$ cat src/design/tmr_defines.svh
// word width, depth, write queue depth and reset value macros for the TMR register file
`ifndef TMR_DEFINES_SVH
`define TMR_DEFINES_SVH

// data word width in bits
`define TMR_WIDTH 32

// number of stored words, a power of two
`define TMR_DEPTH 16

// write queue entries; the sender starts with this many credits
`define TMR_WQ_DEPTH 4

// value every copy takes on reset
`define TMR_RST_VAL 0

`endif

$ cat src/design/tmr_pkg.sv
// tmr_pkg: word, address, copy index and write request types
`include "tmr_defines.svh"

package tmr_pkg;

    // one stored data word
    typedef logic [`TMR_WIDTH-1:0] word_t;

    // word address into the register file
    typedef logic [$clog2(`TMR_DEPTH)-1:0] addr_t;

    // copy index, 0 to 2 are valid
    typedef logic [1:0] copy_t;

    // one queued write
    typedef struct packed {
        addr_t addr;  // target word
        word_t data;  // value to store
    } wr_req_t;

endpackage

$ cat src/design/wr_credit_queue.sv
// wr_credit_queue: circular write request FIFO returning one credit per pop
`timescale 1ns/100ps
`include "tmr_defines.svh"

module wr_credit_queue import tmr_pkg::*; #(
    parameter type T = wr_req_t
) (
    input  logic s_c_i,
    input  logic rst_n_i,
    input  logic push_i,
    input  T     push_data_i,
    input  logic pop_i,
    output logic valid_o,
    output T     data_o,
    output logic credit_o
);

    localparam int DEPTH = `TMR_WQ_DEPTH;
    localparam int PTR_W = (DEPTH > 1) ? $clog2(DEPTH) : 1;
    localparam int CNT_W = $clog2(DEPTH + 1);

    T                 mem [DEPTH];
    logic [PTR_W-1:0] wr_ptr;
    logic [PTR_W-1:0] rd_ptr;
    logic [CNT_W-1:0] count;
    logic             full;
    logic             do_push;
    logic             do_pop;

    function automatic logic [PTR_W-1:0] ptr_inc(input logic [PTR_W-1:0] p);
        return (p == PTR_W'(DEPTH - 1)) ? '0 : p + 1'b1;
    endfunction

    assign full    = (count == CNT_W'(DEPTH));
    assign valid_o = (count != '0);
    assign data_o  = mem[rd_ptr];  // head entry
    assign do_push = push_i && !full;
    assign do_pop  = pop_i && valid_o;

    always_ff @(posedge s_c_i) begin
        if (do_push) begin
            mem[wr_ptr] <= push_data_i;
        end
    end

    always_ff @(posedge s_c_i) begin
        if (!rst_n_i) begin
            wr_ptr   <= '0;
            rd_ptr   <= '0;
            count    <= '0;
            credit_o <= 1'b0;
        end else begin
            credit_o <= do_pop;  // credit goes back once the entry has left
            if (do_push) begin
                wr_ptr <= ptr_inc(wr_ptr);
            end
            if (do_pop) begin
                rd_ptr <= ptr_inc(rd_ptr);
            end
            case ({do_push, do_pop})
                2'b10:   count <= count + 1'b1;
                2'b01:   count <= count - 1'b1;
                default: count <= count;
            endcase
        end
    end

    // sender pushed without holding a credit
    a_no_push_full: assert property (@(posedge s_c_i) disable iff (!rst_n_i)
        push_i |-> !full);

    // the pop condition outside must respect the head valid
    a_no_pop_empty: assert property (@(posedge s_c_i) disable iff (!rst_n_i)
        pop_i |-> valid_o);

endmodule

$ cat config.mk
export PLATFORM = sky130hd
export DESIGN_NAME = wr_credit_queue
export DESIGN_NICKNAME = d
export VERILOG_FILES = /design/src/design/tmr_pkg.sv /design/src/design/wr_credit_queue.sv
export VERILOG_INCLUDE_DIRS = /design/src /design/src/design
export SDC_FILE = /design/constraint.sdc
export NUM_CORES = 1
export LEC_CHECK = 0
export ABC_CLOCK_PERIOD_IN_PS = 3100
export BUFFER_PORTS_ARGS = -buffer_cell sky130_fd_sc_hd__clkbuf_2
export CORE_UTILIZATION = 51
export DETAILED_ROUTE_END_ITERATION = 12
export PLACE_DENSITY = 0.76
export SLEW_MARGIN = 30
export SYNTH_ARGS = -nofsm -noshare
export SYNTH_HDL_FRONTEND = slang
export SYNTH_SLANG_ARGS = --single-unit
$ cat constraint.sdc
create_clock -name s_c_i -period 3.1 [get_ports s_c_i]
set_clock_uncertainty 0.05 [all_clocks]
set_input_delay 0.31 -clock s_c_i [delete_from_list [all_inputs] [get_ports s_c_i]]
set_output_delay 0.31 -clock s_c_i [all_outputs]
set_load 0.03 [all_outputs]
==> reports/qor.txt <==
First-pass GRT wire length -> 14800 um
Hold path cells -> 1
HP Start -> push_data_i[4]
Commonest non-fill, non-tap cell in the layout -> edfxtp_1
# nets final -> 384
CTS max path bufs -> 2
Actual slew at the worst max-slew pin -> 0.910 ns
Initial Util -> 52.9%
Critical Path Fanout Max -> 25
Min-Delay Path Class -> in2reg
Num CTS Buffers -> 17
Critical path class -> reg2out
Total GRT Usage -> 17.8%
Hpwl dp -> 5640 um
CTS tree -> done
Top cells by area, synth -> edfxtp_1 75%, mux4_2 7.8%, mux4_1 7.3%
Pin count of the biggest net entering global routing -> 37
# DRC -> 0
Worst EP arrival -> 2.14 ns
R2R depth -> 9
Total core area -> 10900 um^2
Number of fill cells -> 772
Setup bufs post-CTS -> 0
Fin crit share -> 80.7%
CP required -> 2.74 ns
Most frequent cells in the layout -> 144 x edfxtp_1, 77 x clkbuf_2, 20 x mux4_2
Hold Violations, Final -> 0
Vias in the first global route -> 2786
DIE WIDTH -> 108 um
Worst r2r src -> count[2]
Final Slew Violations -> 0
Ports -> 78
Global route overflow -> 0
Part of the Yosys area used for sequential elements -> 78.2%
Post_cts resized -> 0
Wire length per cell -> 19.1 um
Routed WL -> 9350 um
Clock Sinks -> 154
Synthesis-stage register bit count -> 154
CP max-delay cell -> mux4_1
Iteration-0 DRC Markers -> 97
Post-synthesis cell area -> 5780 um^2
Status -> finished clean
Share of layout cells above drive strength 1 -> 40.3%
R2R setup slack -> 0.63 ns
CP Launch Type -> register
Setup TNS Final -> 0 ns
Via-per-instance ratio -> 5.36
Hold Path Sink -> mem[1][4]
Die area -> 11800 um^2
Largest stage delay on the critical path -> 0.62 ns
Post-synth top area cell -> edfxtp_1
LEAKAGE -> 2.42 nW
Storage cell area -> 4530 um^2
Fmax -> 0.400 GHz
Final min period -> 2.50 ns
PortBufs -> 77
H-Tree Depth -> 4
Maxcap violations -> 0
Syn nets -> 292
Via count -> 2625
Site Rows -> 38
Reg2reg end -> count[2]
Root Buffer -> clkbuf_16
Antenna violations before repair -> 0
Worst path top cell family by delay -> multiplexers
Later-pin clock latency in the skew report -> 0.41 ns
Peak supply drop -> 567 uV
Chip Height -> 108 um
Clk slew on worst S/H paths -> 0.06 ns
Buffers & Inverters on Critical Path -> 2
RSZ-0062 raised after global routing -> false
Multi-input gate area -> 1160 um^2
Drt pass-1 iters -> 4
Routed Antenna Nets -> 0
Mapped Cells -> 245
Hold Slack -> 0.0660 ns
Synth unique cells -> 27
Critical path endpoint category -> output pin
CP Cell Sequence -> buf_12 > mux4_1 > clkbuf_2
Ant. Diodes -> 0
Slew headroom -> 39.4%
Avg Cell Area, Syn -> 23.6 um^2
Area delta synth->final -> 19.1%
Finish-stage setup viols -> 0
Post-synth top area share -> 74.8%
Gpl congestion -> 0.690
Pwr per Cell Area -> 872 nW/um^2
Hold Buf Count CTS -> 0
Yosys warning count -> 0
## cells in the mapped netlist
| cell type | n |
|---|---|
| clkbuf_2 | 1 |
| buf_2 | 3 |
| or3_2 | 2 |
| mux4_1 | 16 |
| nand4_1 | 1 |
| buf_6 | 4 |
| o21ai_0 | 5 |
| o31ai_1 | 1 |
| and2_4 | 1 |
| ha_1 | 6 |
| and3_2 | 4 |
| dfxtp_1 | 10 |
| and2_1 | 2 |
| xnor2_1 | 1 |
| edfxtp_1 | 144 |
| mux2i_1 | 1 |
| nand2_1 | 6 |
| xor2_1 | 1 |
| clkbuf_1 | 1 |
| fa_1 | 1 |
| a21boi_0 | 1 |
| and3_1 | 1 |
| inv_1 | 7 |
| nor2_1 | 2 |
| nand3_1 | 2 |
| or3b_4 | 1 |
| mux4_2 | 20 |
## routing by layer
layer  share of wire (%)  GRT usage, %
met1                  43          22.9
met2                  51          28.2
met3                 5.4          6.57
met4                0.81          6.08
met5                   0             0
## power by group
group | switching (mW) | internal, mW | leakage (nW) | total [mW]
sequential | 0.124 | 2.51 | 1.40 | 2.63
combinational | 0.874 | 0.563 | 0.749 | 1.44
clock | 0.765 | 1.17 | 0.270 | 1.94
total | 1.76 | 4.25 | 2.42 | 6.01
## per-stage QoR
step,cell area [um^2],util [%],setup WS [ns],cells,power (mW)
2_1_floorplan,5780,-,0.762,245,3.74
3_3_place_gp,6330,57.9,0.699,458,4.11
3_5_place_dp,6330,57.9,0.595,458,4.14
4_1_cts,6890,63.0,0.550,490,6.08
5_1_grt,6890,63.0,0.481,490,6.26
6_report,6890,63.0,0.599,490,6.01
## cell type report
type,count,area share [%]
clock buffers,19,6.28
well taps,140,2.54
inverters,7,0.381
repair buffers,82,6.32
multi-input cells,75,16.9
clock inverters,13,1.87
flip-flops and latches,154,65.7
## logic make-up (layout without fill, tap and decap cells)
group                      Yosys count  after routing  share of synthesized area, %
muxes                               37             37                          15.2
DFF                                154            154                          78.2
xor gates and xnor gates             2              2                         0.303
AOI/OAI and AO/OA                    7              7                         0.692
buffers and inverters               16            121                          1.64
adders and majority gates            7              7                          1.64
and+or+nand+nor                     22             22                          2.25
## flip-flops by register name (all words and copies together) (netlist names), named ones only
register  flops
count         3
credit_o      1
mem         144
rd_ptr        2
wr_ptr        2
## worst max-delay path by stage
| stage | to | depth (start not counted) |
|---|---|---|
| 2_1_floorplan | count[2] | 9 |
| 3_3_place_gp | count[2] | 9 |
| 3_5_place_dp | count[2] | 9 |
| 4_1_cts | data_o[21] | 3 |
| 5_1_grt | count[2] | 9 |
| 6_report | data_o[21] | 3 |
Power figures use the tool's default switching activity.
