[config.mk]
export PLATFORM = sky130hd
export DESIGN_NAME = tmr_scrubber
export DESIGN_NICKNAME = d
export VERILOG_FILES = /design/src/design/tmr_pkg.sv /design/src/design/seu_reg_we.sv /design/src/design/tmr_scrubber.sv /design/src/design/tmr_voter.sv
export VERILOG_INCLUDE_DIRS = /design/src /design/src/design
export SDC_FILE = /design/constraint.sdc
export NUM_CORES = 1
export LEC_CHECK = 0
export BUFFER_PORTS_ARGS = -buffer_cell sky130_fd_sc_hd__buf_2
export CAP_MARGIN = 0
export CORE_UTILIZATION = 44
export DETAILED_ROUTE_END_ITERATION = 6
export PLACE_DENSITY_LB_ADDON = 0.08
export SLEW_MARGIN = 30
export SYNTH_ARGS = -nofsm -noshare
export SYNTH_HDL_FRONTEND = slang
export SYNTH_SLANG_ARGS = --single-unit
[constraint.sdc]
create_clock -name s_c_i -period 4.62 [get_ports s_c_i]
set_input_delay 0.462 -clock s_c_i [delete_from_list [all_inputs] [get_ports s_c_i]]
set_output_delay 0.462 -clock s_c_i [all_outputs]
set_load 0.03 [all_outputs]
[src/design/tmr_defines.svh]
// word width, depth, write queue depth and reset value macros for the TMR register file
`ifndef TMR_DEFINES_SVH
`define TMR_DEFINES_SVH

// data word width in bits
`define TMR_WIDTH 32

// number of stored words, a power of two
`define TMR_DEPTH 16

// write queue entries; the sender starts with this many credits
`define TMR_WQ_DEPTH 4

// value every copy takes on reset
`define TMR_RST_VAL 0

`endif

[src/design/tmr_pkg.sv]
// tmr_pkg: word, address, copy index and write request types
`include "tmr_defines.svh"

package tmr_pkg;

    // one stored data word
    typedef logic [`TMR_WIDTH-1:0] word_t;

    // word address into the register file
    typedef logic [$clog2(`TMR_DEPTH)-1:0] addr_t;

    // copy index, 0 to 2 are valid
    typedef logic [1:0] copy_t;

    // one queued write
    typedef struct packed {
        addr_t addr;  // target word
        word_t data;  // value to store
    } wr_req_t;

endpackage

[src/design/seu_reg_we.sv]
// seu_reg_we: triplicated write-enabled register with per-copy upset masks
`timescale 1ns/100ps
`include "tmr_defines.svh"

module seu_reg_we import tmr_pkg::*; #(
    parameter type T = word_t
) (
    input  logic s_c_i,
    input  logic rst_n_i,
    input  logic we_i,
    input  T     d_i,
    input  T     upset_i [3],
    output T     q_o [3]
);

    localparam T RST_VAL = T'(`TMR_RST_VAL);

    T r_copy [3];

    assign q_o = r_copy;

    // each copy has its own flop, so one copy can be hit without the others
    for (genvar c = 0; c < 3; c++) begin : g_copy
        always_ff @(posedge s_c_i) begin
            if (!rst_n_i) begin
                r_copy[c] <= RST_VAL;
            end else if (we_i) begin
                r_copy[c] <= d_i ^ upset_i[c];  // injected bits land on new data
            end else begin
                r_copy[c] <= r_copy[c] ^ upset_i[c];  // upset flips held value
            end
        end
    end

endmodule

[src/design/tmr_scrubber.sv]
// tmr_scrubber: background address sweep with correction writes and a correction counter
`timescale 1ns/100ps
`include "tmr_defines.svh"

module tmr_scrubber import tmr_pkg::*; (
    input  logic        s_c_i,
    input  logic        rst_n_i,
    input  word_t       sd_i,
    input  logic        s_err_i,
    output addr_t       sa_o,
    output logic        corr_we_o,
    output addr_t       corr_addr_o,
    output word_t       corr_data_o,
    output logic [15:0] corr_count_o
);

    localparam int DEPTH = `TMR_DEPTH;

    addr_t ptr_copy [3];  // pointer copies
    addr_t ptr_next;
    addr_t no_upset [3];

    assign no_upset = '{default: '0};

    // each copy reloads from the vote, so a hit on one heals next cycle
    assign ptr_next = (sa_o == addr_t'(DEPTH - 1)) ? '0 : addr_t'(sa_o + 1'b1);

    seu_reg_we #(
        .T(addr_t)
    ) u_ptr (
        .s_c_i  (s_c_i),
        .rst_n_i(rst_n_i),
        .we_i   (1'b1),
        .d_i    (ptr_next),
        .upset_i(no_upset),
        .q_o    (ptr_copy)
    );

    tmr_voter #(
        .T(addr_t)
    ) u_ptr_voter (
        .a_i  (ptr_copy[0]),
        .b_i  (ptr_copy[1]),
        .c_i  (ptr_copy[2]),
        .y_o  (sa_o),
        .err_o()              // pointer repairs itself
    );

    // voted word goes back into all three copies
    assign corr_we_o   = s_err_i;
    assign corr_addr_o = sa_o;
    assign corr_data_o = sd_i;

    always_ff @(posedge s_c_i) begin
        if (!rst_n_i) begin
            corr_count_o <= '0;
        end else if (corr_we_o && (corr_count_o != 16'hffff)) begin
            corr_count_o <= corr_count_o + 1'b1;  // saturates at all ones
        end
    end

endmodule

[src/design/tmr_voter.sv]
// tmr_voter: bitwise two-of-three majority voter with disagreement flag
`timescale 1ns/100ps
`include "tmr_defines.svh"

module tmr_voter import tmr_pkg::*; #(
    parameter type T = word_t
) (
    input  T     a_i,
    input  T     b_i,
    input  T     c_i,
    output T     y_o,
    output logic err_o
);

    // per bit, any two equal copies win
    assign y_o = (a_i & b_i) | (a_i & c_i) | (b_i & c_i);

    // one compare per pair is enough, c vs b follows
    assign err_o = (a_i != b_i) || (a_i != c_i);

endmodule

==> results.py, run 1 <==
metrics = {
    "status": {
        "status": "completed",
    },
    "timing": {
        "timing.slew.headroom_pct": 51.6,
        "tightest_slew_ns": 0.721,
        "finClkSkew_ns": 0.0155,
        "finalCritPeriodShare_pct": 40.7,
        "slew_violations": 0,
        "hold_slack_ns": 0.497,
        "setup_viol": 0,
        "setup_tns_ns": 0,
        "rsz0062_at_grt": "no",
        "period_minus_slack_ns": 1.88,
        "clock.fmax_ghz": 0.531,
        "hold_viol": 0,
    },
    "synth": {
        "synthTopCellsByCount": "buf_4, dfxtp_1, nand2_1",
        "synth.area.top_cells": "dfxtp_1, buf_4, a21oi_1, nand2_1, o21ai_0",
        "synthArstFlopShare_pct": 0,
        "syn_area_per_cell_sq_um": 8.63,
        "synth.top_cell.area_share_pct": 31.1,
        "synth-seq-cells": 20,
        "synth_area_sq_um": 1290,
        "seq_area_frac_synth_pct": 31.1,
        "synth_edf_count": 0,
        "synth_ff_type": "dfxtp_1",
        "ys_warn_count": 0,
        "yosysTopAreaCell": "dfxtp_1",
        "synth_cells": 149,
        "yosysUniqueCellTypes": 37,
        "synth.most_common_cell": "buf_4",
        "synth_fp_nets": 186,
    },
    "die": {
        "num_rows": 19,
        "die_area_sq_um": 3140,
        "core_area_sq_um": 2760,
        "start_util_pct": 46.6,
        "io_pins": 92,
        "die_width_microns": 56.1,
        "die_y_microns": 56.1,
    },
    "global_routing": {
        "antenna_found_initial": 0,
        "globalRoute.totalOverflow": 0,
        "grt_first_pass_wirelength_microns": 4060,
        "grt_max_degree": 17,
        "grt_pass1_vias": 866,
        "track_usage_pct": 16.2,
    },
    "power": {
        "p_leak_uw": 0.000537,
        "p_sw_uw": 85.3,
        "clkPwrFrac_pct": 40.5,
        "p_int_uw": 274,
        "pwr_density_cell_nw_per_um2": 298,
        "p_sw_share_pct": 23.8,
        "peakVddDrop_uv": 230,
        "p_comb_share_pct": 9.1,
        "seqPwrFrac_pct": 50.4,
    },
    "min_path": {
        "hold_depth": 1,
        "hp-class": "reg -> reg",
    },
    "critical_path": {
        "worstSetupStartpoint": "corr_count_o[0]",
        "regToRegSetupSlack_ns": 2.74,
        "arrival_ns": 2.08,
        "cp_cell_sequence": "ha_1, nand3_1, nor4_4, nor2b_1, mux2i_1",
        "rr_worst_depth": 5,
        "cp-start-kind": "flop",
        "cp_max_fo": 16,
        "rr_startpoint": "corr_count_o[0]",
        "slowest_stage": "nor4_4",
        "crit_type": "reg -> reg",
        "endpoint": "corr_count_o[1]",
        "cp_slowest_stage_delay_ns": 0.68,
        "r2r-end": "corr_count_o[1]",
        "endpoint_kind": "flop",
        "cp.required_ns": 4.81,
    },
    "finish": {
        "nNetsFinal": 178,
        "antenna_cells": 0,
        "drive_gt1_share_pct": 27.1,
        "area_growth_syn_to_layout_pct": -6.23,
        "fillers": 292,
    },
    "detailed_routing": {
        "num_vias": 984,
        "drt-pass1-iter-count": 6,
        "wirelength_microns": 2560,
        "post_drt_via_cell_ratio": 5.75,
        "drc_errors": 0,
        "detail-route-antenna-nets": 0,
        "drtIter0Drc": 23,
        "avgRoutedWirePerCell_microns": 15.0,
    },
    "clock_network": {
        "cts_buffers": 3,
        "cts_tree": "yes",
        "ctsHoldBuffers": 0,
        "clk_pin_slew_worst_paths_ns": 0.11,
        "cts_buffer_depth": 2,
        "htree_levels": 1,
        "cts_resized": 0,
        "clk_latency_ns": 0.31,
        "cts_root_buffer": "clkbuf_4",
        "post_cts_buffers": 0,
        "cts_num_sinks": 20,
    },
    "job": {
        "maxCapViolCount": 0,
    },
    "place": {
        "hpwl_microns": 1820,
        "numPortBuffers": 27,
        "place.gp.congestion": 0.779,
    },
}
## metal layers
metal	up-vias	wire, microns	global-route usage [%]
met1	438	1190	20.6
li1	488	-	-
met4	0	80	6.62
met2	36	1070	23.6
met5	-	0	0
met3	22	216	7.44
## cell type report
cell class              instances  area [sq um]  area share, %
clock buffers                   3          22.5           1.87
clock inverters                 1          30.0           2.49
inverters                       2          7.51          0.622
multi-input cells              87           572           47.4
flip-flops and latches         20           400           33.2
well taps                      31          38.8           3.22
repair buffers                 27           135           11.2
## kinds of logic after synthesis
group / after synthesis / share of synthesized area, %
and+or+nand+nor: 51 / 25.6
adders and majority gates: 2 / 1.95
DFF: 20 / 31.1
xor gates and xnor gates: 1 / 0.681
muxes: 2 / 1.56
AOI/OAI and AO/OA: 31 / 14.7
buffers and inverters: 42 / 24.4
## flip-flops by register name (all words and copies together), names as in the netlist
| register | flops |
|---|---|
| corr_count_o | 16 |
| u_ptr.q_o | 4 |
## per-stage QoR
stage / util, % / cell area, sq um / power [uW] / worst slack (ns) / std cells
after CTS: 43.7 / 1210 / 366 / 2.74 / 171
after floorplan: - / 1290 / 264 / 2.76 / 149
after global placement: 41.8 / 1150 / 217 / 2.78 / 167
after global routing: 43.7 / 1210 / 374 / 2.54 / 171
final: 43.7 / 1210 / 359 / 2.74 / 171
after detailed placement: 41.8 / 1150 / 218 / 2.76 / 167
## cell usage in the layout (no fill, tap or decap), drive strengths merged, types with 3 or more instances in the layout
cell	Yosys	final
a21oi	11	11
or4	3	3
and3	3	3
buf	38	27
o31ai	4	4
dfxtp	20	20
nor2	5	5
nand3	4	4
or3	4	4
o21ai	8	8
nand4	9	9
clkbuf	2	3
nand2	12	12
## worst min-delay path by stage
stage / from / endpoint / slack, ns
CTS: s_err_i / corr_count_o[2] / 0.50
finish: u_ptr.q_o[0] / u_ptr.q_o[0] / 0.50
global placement: u_ptr.q_o[0] / u_ptr.q_o[0] / 0.47
global route: s_err_i / corr_count_o[2] / 0.51
detailed placement: u_ptr.q_o[0] / u_ptr.q_o[0] / 0.48
floorplan: u_ptr.q_o[0] / u_ptr.q_o[0] / 0.58
## worst max-delay path: cells and delay by family, from the launching register on
family,cells,cell delay (ns)
fa+ha+maj,1,0.23
flops,1,0.41
mux,1,0.15
simple gates,3,0.98
## power by group through the flow
stage | combinational (uW) | sequential (uW) | clock (uW)
finish | 32.5 | 181 | 145
global placement | 32.7 | 185 | 0
floorplan | 71.5 | 192 | 0
detailed placement | 33.0 | 185 | 0
global route | 35.0 | 182 | 157
CTS | 33.0 | 181 | 152
(Power assumes the default switching activity.)
==> run 2: changes to the inputs <==
CORE_UTILIZATION = 41   (was 44)
clock period = 1.9 ns   (was 4.62 ns; I/O delays follow)
==> results.py, run 2 (synthesized netlist as in run 1, its figures left out) <==
metrics = {
    "status": {
        "violations": "design-rule violations",
        "status": "finished, violations left",
    },
    "timing": {
        "clock.fmax_ghz": 0.584,
        "setup_viol": 0,
        "finalCritPeriodShare_pct": 90.1,
        "hold_viol": 0,
        "finClkSkew_ns": 0.00634,
        "setup_tns_ns": 0,
        "tightest_slew_ns": 0.368,
        "rsz0062_at_grt": "no",
        "slew_violations": 0,
        "timing.slew.headroom_pct": 75.2,
        "period_minus_slack_ns": 1.71,
    },
    "detailed_routing": {
        "drt-pass1-iter-count": 6,
        "wirelength_microns": 2640,
        "drtIter0Drc": 28,
        "num_vias": 1034,
        "drc_errors": 8,
        "avgRoutedWirePerCell_microns": 14.9,
        "detail-route-antenna-nets": 0,
        "post_drt_via_cell_ratio": 5.84,
    },
    "clock_network": {
        "clk_latency_ns": 0.31,
        "htree_levels": 1,
        "cts_buffers": 3,
        "clk_pin_slew_worst_paths_ns": 0.12,
        "cts_tree": "yes",
        "post_cts_buffers": 0,
        "cts_buffer_depth": 2,
        "cts_num_sinks": 20,
        "cts_root_buffer": "clkbuf_4",
    },
    "global_routing": {
        "grt_first_pass_wirelength_microns": 4170,
        "grt_max_degree": 16,
        "track_usage_pct": 15.7,
        "grt_pass1_vias": 916,
        "antenna_found_initial": 0,
        "globalRoute.totalOverflow": 0,
    },
    "power": {
        "pwr_density_cell_nw_per_um2": 698,
        "peakVddDrop_uv": 368,
        "p_leak_uw": 0.000566,
    },
    "critical_path": {
        "cp.required_ns": 2.15,
        "endpoint_kind": "flop",
        "rr_worst_depth": 5,
        "rr_startpoint": "corr_count_o[0]",
        "r2r-end": "corr_count_o[14]",
        "cp_cell_sequence": "ha_1, and3_1, nand4_1, or4_1, a21oi_1",
        "slowest_stage": "or4_1",
        "regToRegSetupSlack_ns": 0.19,
        "cp_max_fo": 5,
        "arrival_ns": 1.96,
        "cp_slowest_stage_delay_ns": 0.53,
        "worst-path-buf-inv": 0,
        "crit_type": "reg -> reg",
        "crit_family": "simple AND/OR/NAND/NOR gates",
        "cp-start-kind": "flop",
    },
    "die": {
        "io_pins": 92,
        "start_util_pct": 45.1,
        "num_rows": 19,
        "die_y_microns": 58.0,
        "core_area_sq_um": 2850,
        "die_width_microns": 58.0,
        "die_area_sq_um": 3370,
    },
    "finish": {
        "finish.utilization_pct": 43.9,
        "top_register": "corr_count_o",
        "antenna_cells": 0,
        "layout_commonest_cell": "buf_2",
        "drive_gt1_share_pct": 31.5,
        "final_cell_mix": "buf_2, dfxtp_1, nand2_1, a21oi_1, o21ai_0",
        "largest_reg_flops": 16,
        "area_growth_syn_to_layout_pct": -2.53,
        "nNetsFinal": 184,
    },
    "job": {
        "maxCapViolCount": 0,
    },
    "place": {
        "place.gp.congestion": 0.718,
        "hpwl_microns": 2010,
        "numPortBuffers": 27,
    },
    "min_path": {
        "min_from": "rst_n_i",
        "hold_depth": 3,
        "hold_end": "u_ptr.q_o[0]",
        "hp-class": "in -> reg",
    },
}
[run 2: cell count changes in the layout (fill, tap and decap cells not counted), sizes merged]
cell  before  now
buf       27   33
[run 2: metrics by stage]
step / power (uW) / hold WS [ns] / cell area, sq um / cells / setup WS [ns]
6_report: 875 / 0.221 / 1250 / 177 / 0.188
3_5_place_dp: 531 / 0.380 / 1200 / 173 / 0.159
2_1_floorplan: 641 / 0.339 / 1290 / 149 / 0.0434
5_1_grt: 908 / 0.231 / 1250 / 177 / 0.0340
4_1_cts: 883 / 0.217 / 1250 / 177 / 0.142
3_3_place_gp: 530 / 0.380 / 1200 / 173 / 0.215
[run 2: layout make-up]
cell class              count  area, sq um
multi-input cells          87          572
clock buffers               3         22.5
clock inverters             1         30.0
fillers                   296         1600
repair buffers             33          180
inverters                   2         7.51
flip-flops and latches     20          403
well taps                  31         38.8
[run 2: report_power, final]
group	internal, uW	switching [uW]	total, uW	leakage, uW
Clock	213	141	354	0.0000279
Combinational	24.6	55.5	80.1	0.000375
Sequential	429	11.6	441	0.000163
[run 2: worst min-delay path: cells and delay by family]
family                 cells  cell delay [ns]
buffers and inverters      1             0.19
AND/OR/NAND/NOR            2             0.13
[run 2: worst max-delay path by stage]
stage / from / to / slack [ns] / depth (start not counted)
detailed placement: corr_count_o[0] / corr_count_o[14] / 0.16 / 5
CTS: corr_count_o[0] / corr_count_o[14] / 0.14 / 5
global placement: corr_count_o[0] / corr_count_o[14] / 0.22 / 5
floorplan: corr_count_o[0] / corr_count_o[14] / 0.04 / 5
global route: corr_count_o[0] / corr_count_o[14] / 0.03 / 5
finish: corr_count_o[0] / corr_count_o[14] / 0.19 / 5
[run 2: what timing repair did]
action / in CTS / in global routing
resized for setup: 0 / 2
setup endpoints to repair: 0 / 1
hold buffers: 0 / 0
[run 2: layer usage]
layer,global-route usage [%],part of all wire [%],vias to the layer above
met5,0,0,-
met4,8.84,3.5,0
li1,-,-,501
met3,5.13,9.6,22
met2,24.5,42,44
met1,19.1,45,467
==> run 3: changes to the inputs <==
CORE_UTILIZATION = 37   (was 41)
clock period = 1.5 ns   (was 1.9 ns; I/O delays follow)
==> results.py, run 3 (synthesized netlist as in run 1, its figures left out) <==
metrics = {
    "detailed_routing": {
        "drtIter0Drc": 34,
        "dr.max_layer_used": "met4",
        "wl_met3_microns": 194,
        "post_drt_via_cell_ratio": 5.29,
        "drc_errors": 0,
        "drt-pass1-iter-count": 6,
        "wl_met1_microns": 1330,
        "num_vias": 1147,
        "wirelength_microns": 2960,
        "avgRoutedWirePerCell_microns": 13.6,
        "met2RoutedLength_microns": 1400,
        "detail-route-antenna-nets": 0,
    },
    "place": {
        "numPortBuffers": 27,
        "place.gp.congestion": 0.741,
        "hpwl_microns": 2250,
        "placed_cells": 210,
    },
    "critical_path": {
        "rr_startpoint": "corr_count_o[7]",
        "cp-start-kind": "flop",
        "arrival_ns": 1.78,
        "worstSetupStartpoint": "corr_count_o[7]",
        "crit_type": "reg -> reg",
        "cp_max_fo": 3,
        "cp.required_ns": 1.76,
        "endpoint_kind": "flop",
    },
    "clock_network": {
        "clk_pin_slew_worst_paths_ns": 0.12,
        "cts_num_sinks": 20,
        "htree_levels": 1,
        "cts_buffers": 3,
        "cts_root_buffer": "clkbuf_4",
        "clk_latency_ns": 0.31,
        "ctsHoldBuffers": 0,
        "cts_tree": "yes",
        "cts_buffer_depth": 2,
    },
    "min_path": {
        "min_from": "rst_n_i",
        "hp-class": "in -> reg",
    },
    "timing": {
        "final.setup.worst_slack_ns": -0.0227,
        "timing.slew.headroom_pct": 79.9,
        "tightest_slew_ns": 0.298,
        "setup_tns_ns": -0.0939,
        "finalCritPeriodShare_pct": 102,
        "slew_violations": 0,
        "finClkSkew_ns": 0.00659,
        "hold_viol": 0,
        "setup_viol": 5,
        "clock.fmax_ghz": 0.657,
        "rsz0062_at_grt": "yes",
        "period_minus_slack_ns": 1.52,
    },
    "die": {
        "start_util_pct": 38.5,
        "core_area_sq_um": 3340,
        "num_rows": 21,
        "die_y_microns": 61.0,
        "die_width_microns": 61.0,
        "io_pins": 92,
        "die_area_sq_um": 3720,
    },
    "power": {
        "p_leak_uw": 0.000723,
        "pwr_density_cell_nw_per_um2": 655,
        "peakVddDrop_uv": 401,
    },
    "finish": {
        "antenna_cells": 0,
        "area_growth_syn_to_layout_pct": 24.1,
        "final_cell_mix": "buf_4, buf_2, dfxtp_4, nand2_1, a21oi_1",
        "nNetsFinal": 209,
        "top_register": "corr_count_o",
        "final_cells": 217,
        "layout_commonest_cell": "buf_4",
        "largest_reg_flops": 16,
        "drive_gt1_share_pct": 56.1,
    },
    "global_routing": {
        "grt_pass1_vias": 1023,
        "grt_first_pass_wirelength_microns": 4620,
        "grt_max_degree": 13,
        "globalRoute.totalOverflow": 0,
        "track_usage_pct": 17.0,
        "antenna_found_initial": 0,
    },
    "status": {
        "status": "finished, violations left",
        "violations": "negative setup slack",
    },
    "job": {
        "maxCapViolCount": 0,
    },
}
run 3: cell count changes in the layout (fill, tap and decap cells not counted), moves of 2 or more:
cell / previous run / this run
buf_4: 6 / 29
dfxtp_1: 18 / 4
dfxtp_4: 0 / 14
buf_6: 0 / 2
nand4_2: 2 / 0
nand4_4: 1 / 3
run 3: critical path: stages, from the launching register on:
cell and delay, ns:
dfxtp_4 0.40, nand4_4 0.10, or3_1 0.34, or4_1 0.50
a21oi_1 0.14
run 3: power breakdown:
part           switching, uW  internal [uW]
Clock                    182            204
Combinational           80.6           44.9
Sequential              13.9            521
Total                    276            770
run 3: per-layer routing:
layer | vias up | global-route usage [%]
met5 | - | 0
met4 | 0 | 4.55
met3 | 8 | 5.76
met2 | 39 | 28.6
met1 | 549 | 20.8
li1 | 551 | -
run 3: layout make-up:
class	instances	area, sq um
inverters	2	7.51
well taps	46	57.6
clock buffers	4	47.5
fillers	333	1740
multi-input cells	87	653
repair buffers	58	375
flip-flops and latches	20	455
run 3: repair_timing:
action | CTS | global route
resized for setup | 8 | 6
setup endpoints to repair | 6 | 13
buffers inserted | 3 | 0
pin swaps | 7 | 4
run 3: per-stage QoR:
step	worst slack (ns)	hold slack (ns)	cell area [sq um]	utilization (%)	total power [uW]
finish	-0.0227	0.114	1600	47.8	1050
global route	-0.0978	0.112	1600	47.8	1100
CTS	-0.0511	0.101	1570	47.2	1060
detailed placement	-0.117	0.300	1470	44.1	670
global placement	-0.109	0.300	1470	44.1	670
floorplan	-0.0645	0.287	1380	-	797
run 3: worst paths after layout:
kind                                          to  slack (ns)  cells past startpoint
worst max-delay path            corr_count_o[14]       -0.02                      4
worst min-delay path             corr_count_o[1]        0.11                      3
worst max register to register  corr_count_o[14]       -0.02                      4
worst min register to register   corr_count_o[6]        0.50                      1
